==> src/uart_macros.svh <==
// UART demo constants
`ifndef UART_MACROS_SVH
`define UART_MACROS_SVH

// Serial line timing

// Clock cycles per serial bit
// Kept small so a full message simulates quickly
`define UART_BAUD_DIV 16

// Message contents

// Number of bytes in one message
`define UART_MSG_LEN 3

// First byte on the line
`define UART_MSG_BYTE0 8'hAB

// Second byte
`define UART_MSG_BYTE1 8'hCD

// Last byte, followed by the msgDone pulse
`define UART_MSG_BYTE2 8'hEF

// One frame is start bit, eight data bits and stop bit
// Bit count per frame is fixed by the 8N1 format

`endif

==> src/uartPkg.sv <==
// UART demo types
`default_nettype none

package uartPkg;

    // One data byte as carried on the enable/done handshake
    typedef logic [7:0] uartByte_t;

    // Transmitter states
    // TX_IDLE holds the line high and waits for txEn
    // TX_START drives the start bit low
    // TX_DATA shifts out eight data bits, LSB first
    // TX_STOP drives the stop bit high and pulses txDone at its end
    typedef enum logic [1:0] {
        TX_IDLE  = 2'd0,
        TX_START = 2'd1,
        TX_DATA  = 2'd2,
        TX_STOP  = 2'd3
    } txState_e;

    // Sequencer states
    // SEQ_IDLE waits for a start request
    // SEQ_SEND presents a byte to the idle transmitter
    // SEQ_WAIT holds the byte until txDone comes back
    typedef enum logic [1:0] {
        SEQ_IDLE = 2'd0,
        SEQ_SEND = 2'd1,
        SEQ_WAIT = 2'd2
    } seqState_e;

    // Encoding 2'd3 of seqState_e is unused
    // The sequencer falls back to SEQ_IDLE if it ever lands there

endpackage

`default_nettype wire

==> src/msgSequencer.sv <==
// UART message sequencer
`default_nettype none
`include "uart_macros.svh"

module msgSequencer
    import uartPkg::*;
(
    input  wire logic CLOCK,
    input  wire logic RST_n,
    // One-cycle request to send the message
    input  wire logic start,
    // Done pulse from the transmitter
    input  wire logic txDone,
    // Byte handed to the transmitter
    output uartByte_t txData,
    // Enable toward the transmitter
    output logic      txEn,
    // High while a message is in progress
    output logic      busy,
    // One-cycle pulse after the last byte
    output logic      msgDone
);

    // Byte index width, at least one bit
    localparam int idxWidth = (`UART_MSG_LEN > 2) ? $clog2(`UART_MSG_LEN) : 1;
    localparam logic [idxWidth-1:0] lastIdx = idxWidth'(`UART_MSG_LEN - 1);

    seqState_e           state;
    logic [idxWidth-1:0] byteIdx;
    logic                lastByte;

    // Message byte lookup
    function automatic uartByte_t msgByte(input logic [idxWidth-1:0] idx);
        uartByte_t value;
        case (idx)
            idxWidth'(0): value = `UART_MSG_BYTE0;
            idxWidth'(1): value = `UART_MSG_BYTE1;
            idxWidth'(2): value = `UART_MSG_BYTE2;
            default:      value = `UART_MSG_BYTE0;
        endcase
        return value;
    endfunction

    assign lastByte = (byteIdx == lastIdx);

    // Byte stays fixed for the whole handshake since byteIdx only
    // moves on the done cycle
    assign txData = msgByte(byteIdx);

    // Enable drops in the done cycle itself
    // Next byte is raised on the following cycle, leaving one idle line cycle
    assign txEn = (state == SEQ_SEND) || ((state == SEQ_WAIT) && !txDone);

    // Busy from send of byte 0 until msgDone
    assign busy = (state != SEQ_IDLE);

    // Step machine
    // One pass of SEND then WAIT per message byte
    always_ff @(posedge CLOCK or negedge RST_n) begin
        if (!RST_n) begin
            state   <= SEQ_IDLE;
            byteIdx <= '0;
            msgDone <= 1'b0;
        end else begin
            msgDone <= 1'b0;
            case (state)
                SEQ_IDLE: begin
                    // Start only counts when idle
                    if (start) begin
                        state   <= SEQ_SEND;
                        byteIdx <= '0;
                    end
                end

                SEQ_SEND: begin
                    // Transmitter is idle here and takes the byte
                    state <= SEQ_WAIT;
                end

                SEQ_WAIT: begin
                    // Start is ignored, the frame is still on the line
                    if (txDone) begin
                        if (lastByte) begin
                            state   <= SEQ_IDLE;
                            msgDone <= 1'b1;
                        end else begin
                            byteIdx <= byteIdx + 1'b1;
                            state   <= SEQ_SEND;
                        end
                    end
                end

                default: begin
                    state <= SEQ_IDLE;
                end
            endcase
        end
    end

endmodule

`default_nettype wire

==> src/txModule.sv <==
// UART 8N1 serial transmitter
`default_nettype none

module txModule
    import uartPkg::*;
#(
    // Clock cycles per serial bit, must be 2 or more
    parameter int clocksPerBit = 16
)
(
    input  wire logic      CLOCK,
    input  wire logic      RST_n,
    // Byte to send, held stable by the sender while txEn is high
    input  wire uartByte_t txData,
    // Request to send txData
    input  wire logic      txEn,
    // One-cycle pulse in the last cycle of the stop bit
    output logic           txDone,
    // Serial line, idles high
    output logic           TXD
);

    // Counter width covers 0 .. clocksPerBit-1
    localparam int cntWidth = (clocksPerBit > 2) ? $clog2(clocksPerBit) : 1;
    localparam logic [cntWidth-1:0] lastCount = cntWidth'(clocksPerBit - 1);

    // Index of the last data bit
    localparam logic [2:0] lastBit = 3'd7;

    txState_e            state;
    logic [cntWidth-1:0] bitCnt;
    logic [2:0]          bitIdx;
    uartByte_t           shiftReg;

    // Last cycle of the current bit window
    logic bitEnd;
    // Byte accepted this cycle
    logic loadByte;
    // Next data bit moves to the line this cycle
    logic shiftBit;

    assign bitEnd = (bitCnt == lastCount);
    assign loadByte = (state == TX_IDLE) && txEn;
    assign shiftBit = bitEnd && ((state == TX_START) || (state == TX_DATA));

    // Done pulse lines up with the final stop bit cycle
    assign txDone = (state == TX_STOP) && bitEnd;

    // Bit period counter
    // Free runs while a frame is on the line, wraps at each bit boundary
    always_ff @(posedge CLOCK or negedge RST_n) begin
        if (!RST_n) begin
            bitCnt <= '0;
        end else if (state == TX_IDLE) begin
            bitCnt <= '0;
        end else if (bitEnd) begin
            bitCnt <= '0;
        end else begin
            bitCnt <= bitCnt + 1'b1;
        end
    end

    // Data shift register
    // Loaded when the byte is accepted, shifted right as each bit goes out
    always_ff @(posedge CLOCK) begin
        if (loadByte) begin
            shiftReg <= txData;
        end else if (shiftBit) begin
            shiftReg <= {1'b0, shiftReg[7:1]};
        end
    end

    // Frame state machine and registered line
    always_ff @(posedge CLOCK or negedge RST_n) begin
        if (!RST_n) begin
            state  <= TX_IDLE;
            bitIdx <= '0;
            TXD    <= 1'b1;
        end else begin
            case (state)
                TX_IDLE: begin
                    // Start bit appears on the cycle after acceptance
                    if (txEn) begin
                        state <= TX_START;
                        TXD   <= 1'b0;
                    end else begin
                        TXD <= 1'b1;
                    end
                end

                TX_START: begin
                    // Data bit 0 follows the start bit
                    if (bitEnd) begin
                        state  <= TX_DATA;
                        bitIdx <= '0;
                        TXD    <= shiftReg[0];
                    end
                end

                TX_DATA: begin
                    if (bitEnd) begin
                        if (bitIdx == lastBit) begin
                            // All eight bits sent, stop bit is high
                            state <= TX_STOP;
                            TXD   <= 1'b1;
                        end else begin
                            bitIdx <= bitIdx + 1'b1;
                            TXD    <= shiftReg[0];
                        end
                    end
                end

                TX_STOP: begin
                    // Line stays high into idle
                    if (bitEnd) begin
                        state <= TX_IDLE;
                    end
                end

                default: begin
                    state <= TX_IDLE;
                    TXD   <= 1'b1;
                end
            endcase
        end
    end

endmodule

`default_nettype wire

==> src/uartTxDemo.sv <==
// UART transmit demo top
`default_nettype none
`include "uart_macros.svh"

module uartTxDemo
    import uartPkg::*;
(
    input  wire logic CLOCK,
    input  wire logic RST_n,
    // Request to send the message
    input  wire logic start,
    // Message in progress
    output wire logic busy,
    // End of message pulse
    output wire logic msgDone,
    // Serial line out
    output wire logic TXD
);

    // Handshake between sequencer and transmitter
    uartByte_t txData;
    logic      txEn;
    logic      txDone;

    // Message source
    msgSequencer uSeq (
        .CLOCK   (CLOCK),
        .RST_n   (RST_n),
        .start   (start),
        .txDone  (txDone),
        .txData  (txData),
        .txEn    (txEn),
        .busy    (busy),
        .msgDone (msgDone)
    );

    // Serial framer at the demo bit rate
    txModule #(
        .clocksPerBit (`UART_BAUD_DIV)
    ) uTx (
        .CLOCK  (CLOCK),
        .RST_n  (RST_n),
        .txData (txData),
        .txEn   (txEn),
        .txDone (txDone),
        .TXD    (TXD)
    );

endmodule

`default_nettype wire

==> config.mk <==
export PLATFORM = sky130hd
export DESIGN_NAME = uartTxDemo
export DESIGN_NICKNAME = d
export VERILOG_FILES = /design/src/uartPkg.sv /design/src/msgSequencer.sv /design/src/txModule.sv /design/src/uartTxDemo.sv
export VERILOG_INCLUDE_DIRS = /design/src /design/src/src
export SDC_FILE = /design/constraint.sdc
export NUM_CORES = 1
export LEC_CHECK = 0
export BUFFER_PORTS_ARGS = -buffer_cell sky130_fd_sc_hd__buf_2
export CORE_MARGIN = 2
export CORE_UTILIZATION = 60
export DETAILED_ROUTE_END_ITERATION = 8
export PLACE_DENSITY = 0.78
export SLEW_MARGIN = 20
export SYNTH_ARGS = -nofsm -noshare
export SYNTH_HDL_FRONTEND = slang
export SYNTH_HIERARCHICAL = 1
export SYNTH_SLANG_ARGS = --single-unit
==> constraint.sdc <==
create_clock -name CLOCK -period 3.54 [get_ports CLOCK]
set_input_delay 0.354 -clock CLOCK [delete_from_list [all_inputs] [get_ports CLOCK]]
set_output_delay 0.354 -clock CLOCK [all_outputs]
set_load 0.005 [all_outputs]
==> flow_summary.ini <==
[timing]
setup_slack_ns = 0.834
hold_viol_final = 0
rsz0062_at_grt = false
fmax_ghz = 0.369
period_share_pct = 76.5
slew_viol_final = 0
worst_hold_slack_ns = 0.302
skew_ns = 0.00664
setup_viol = 0
setup_tns_ns = 0
min_period_ns = 2.71

[route]
wl_per_cell_um = 13.9
firstDrtPassIters = 2
wirelength_mm = 2.00
vias = 776
vias_per_cell = 5.39
drtAntennaViolNets = 0
drc_errors = 0
drtIter0Drc = 9

[global_routing]
grt_usage_pct = 17.4
grt_pass1_vias = 790
grt_max_degree = 16
antenna_found_initial = 0
grt_pass1_wl_mm = 3.35
gr-total-overflow = 0

[synthesis]
ys_seq_area_share_pct = 45.8
synth_top_area_share_pct = 26.0
synth_top_cell_by_area = dfrtp_1
synth_edf_count = 8
syn_area_sq_um = 1350
synth_seq_cells = 23
ys_top_cells_by_count = dfrtp_1, ha_1, inv_1, mux2_2, edfxtp_1
synthArstFlopShare_pct = 65.2
ys.flop_type = dfrtp_1
synth_cells = 113
synth_area_leaders = dfrtp_1, edfxtp_1, ha_1
synth.distinct_cells = 32
yosysMostFrequentCell = dfrtp_1
yosysWarnings = 6
avgSynthCellArea_sq_um = 11.9

[final_layout]
area.growth.synth_to_final_pct = 2.41
nNetsFinal = 132
antenna_cells = 0
drive_gt1_share_pct = 21.6
final_cells = 144

[place]
placed_cells = 139
port_buffers = 5
hpwl_mm = 1.54
place_worst_setup_slack_ns = 0.844
globalplace.congestion = 0.827

[die]
die-area_sq_um = 2640
pin_count = 6
fp.dieH_um = 51.4
initial_core_util_pct = 62.1
rows = 17
coreArea_sq_um = 2170
fp.dieW_um = 51.4

[clocking]
cts-root-buf = clkbuf_4
clock_path_buffers = 2
clk_pin_slew_ns = 0.12
clkLatencyLatePin_ns = 0.30
cts_made_buffers = 3
htree_levels = 1
cts_tree = done
clkSinkCount = 23

[worst_setup_path]
cp_num_buf_inv = 0
path_delay_family = simple AND/OR/NAND/NOR gates
critPathLaunchType = flip-flop
path_cells = ha_1 -> and3_1 -> and2_2 -> nand2b_1 -> mux2i_1 -> nand2_1 -> nand2_1
cp_max_fo = 8
crit_slowest_cell = dfrtp_1
critPathMaxStageDelay_ns = 0.43
cp_data_arrival_time_ns = 2.69
cp_common_cell = nand2_1
worstSetupPathType = reg -> reg
crit_path_end_kind = flip-flop
cp.required_ns = 3.52

[power]
leakage_nw = 0.646
vdd_drop_max_mv = 0.503
p_per_area_nw_per_um2 = 728

[flow_run]
maxCapViolations = 0

[min_path]
hold_class = in -> reg

[status]
status = complete, no violations
[worst register-to-register path: cells and delay by family (launching register included)]
| kind | cells | cell delay [ns] |
|---|---|---|
| fa+ha+maj | 1 | 0.25 |
| mux | 1 | 0.34 |
| flops | 1 | 0.43 |
| simple gates | 5 | 1.37 |
[layout make-up]
class | instances | area [sq um]
fillers | 186 | 790
inverters | 9 | 33.8
multi-input cells | 74 | 633
repair buffers | 6 | 35.0
clock buffers | 4 | 26.3
flip-flops and latches | 23 | 617
well taps | 28 | 35.0
[logic make-up after synthesis]
kind of cell	count (synthesis)	share of synthesized area (%)
flip-flops	23	45.8
other	2	0.557
multiplexers	16	13.1
buffers and inverters	18	7.80
XOR/XNOR	1	0.650
AND/OR/NAND/NOR	27	12.5
AO/OA/AOI/OAI	14	8.45
adder cells (fa/ha/maj)	12	11.1
[report_power, final]
group          internal (W)  switching, W
clock network     0.0000439     0.0000728
logic              0.000221      0.000215
registers          0.000382     0.0000695
[placed cells by master (no fill, tap or decap), types with 4 or more instances in the layout]
cell | netlist | routed
dfrtp_1 | 14 | 14
ha_1 | 12 | 12
inv_1 | 9 | 9
mux2_2 | 9 | 9
edfxtp_1 | 8 | 8
mux2i_1 | 6 | 6
nand2_1 | 6 | 6
buf_2 | 0 | 5
nor2b_1 | 5 | 5
nor2_1 | 4 | 4
a22o_1 | 4 | 4
conb_1 | 2 | 4
[repair_timing]
item                                   CTS  global route
setup buffers                            0             0
hold buffers                             1             0
endpoints found under the hold margin   14             0
gates resized for setup                  0             0
[through the flow]
step / total power (W) / utilization, % / area (sq um)
after floorplan: 0.000811 / - / 1360
after global placement: 0.000876 / 61.9 / 1340
after detailed placement: 0.000897 / 61.9 / 1340
after CTS: 0.00102 / 63.6 / 1380
after global routing: 0.00108 / 63.6 / 1380
final: 0.00100 / 63.6 / 1380
[registers in the layout, indices dropped and copies added (netlist names)]
register,flops
uTx/bitIdx,3
uTx/state,2
uSeq/msgDone,1
uSeq/state,2
uTx/shiftReg,8
uTx/TXD,1
uSeq/byteIdx,2
uTx/bitCnt,4
[path summary, 6_finish.rpt]
kind,from,endpoint,slack (ns),depth (start not counted)
setup / recovery,uTx/bitCnt[0],uTx/shiftReg[5],0.83,7
hold reg to reg,uTx/bitIdx[2],uTx/bitIdx[2],0.54,2
max in group asynchronous,RST_n,uTx/TXD,2.77,2
min in group asynchronous,RST_n,uSeq/msgDone,0.47,2
hold / removal,start,uSeq/state[0],0.30,3
setup reg to reg,uTx/bitCnt[0],uTx/shiftReg[5],0.83,7
[per-layer routing]
metal / wire [um] / up-vias / track usage, %
met3: 29 / 2 / 2.63
met2: 1060 / 3 / 32.7
li1: - / 385 / -
met5: 0 / - / 0
met1: 892 / 386 / 19.5
met4: 10 / 0 / 6.58
Note: power is estimated with default switching activity, not from simulation.
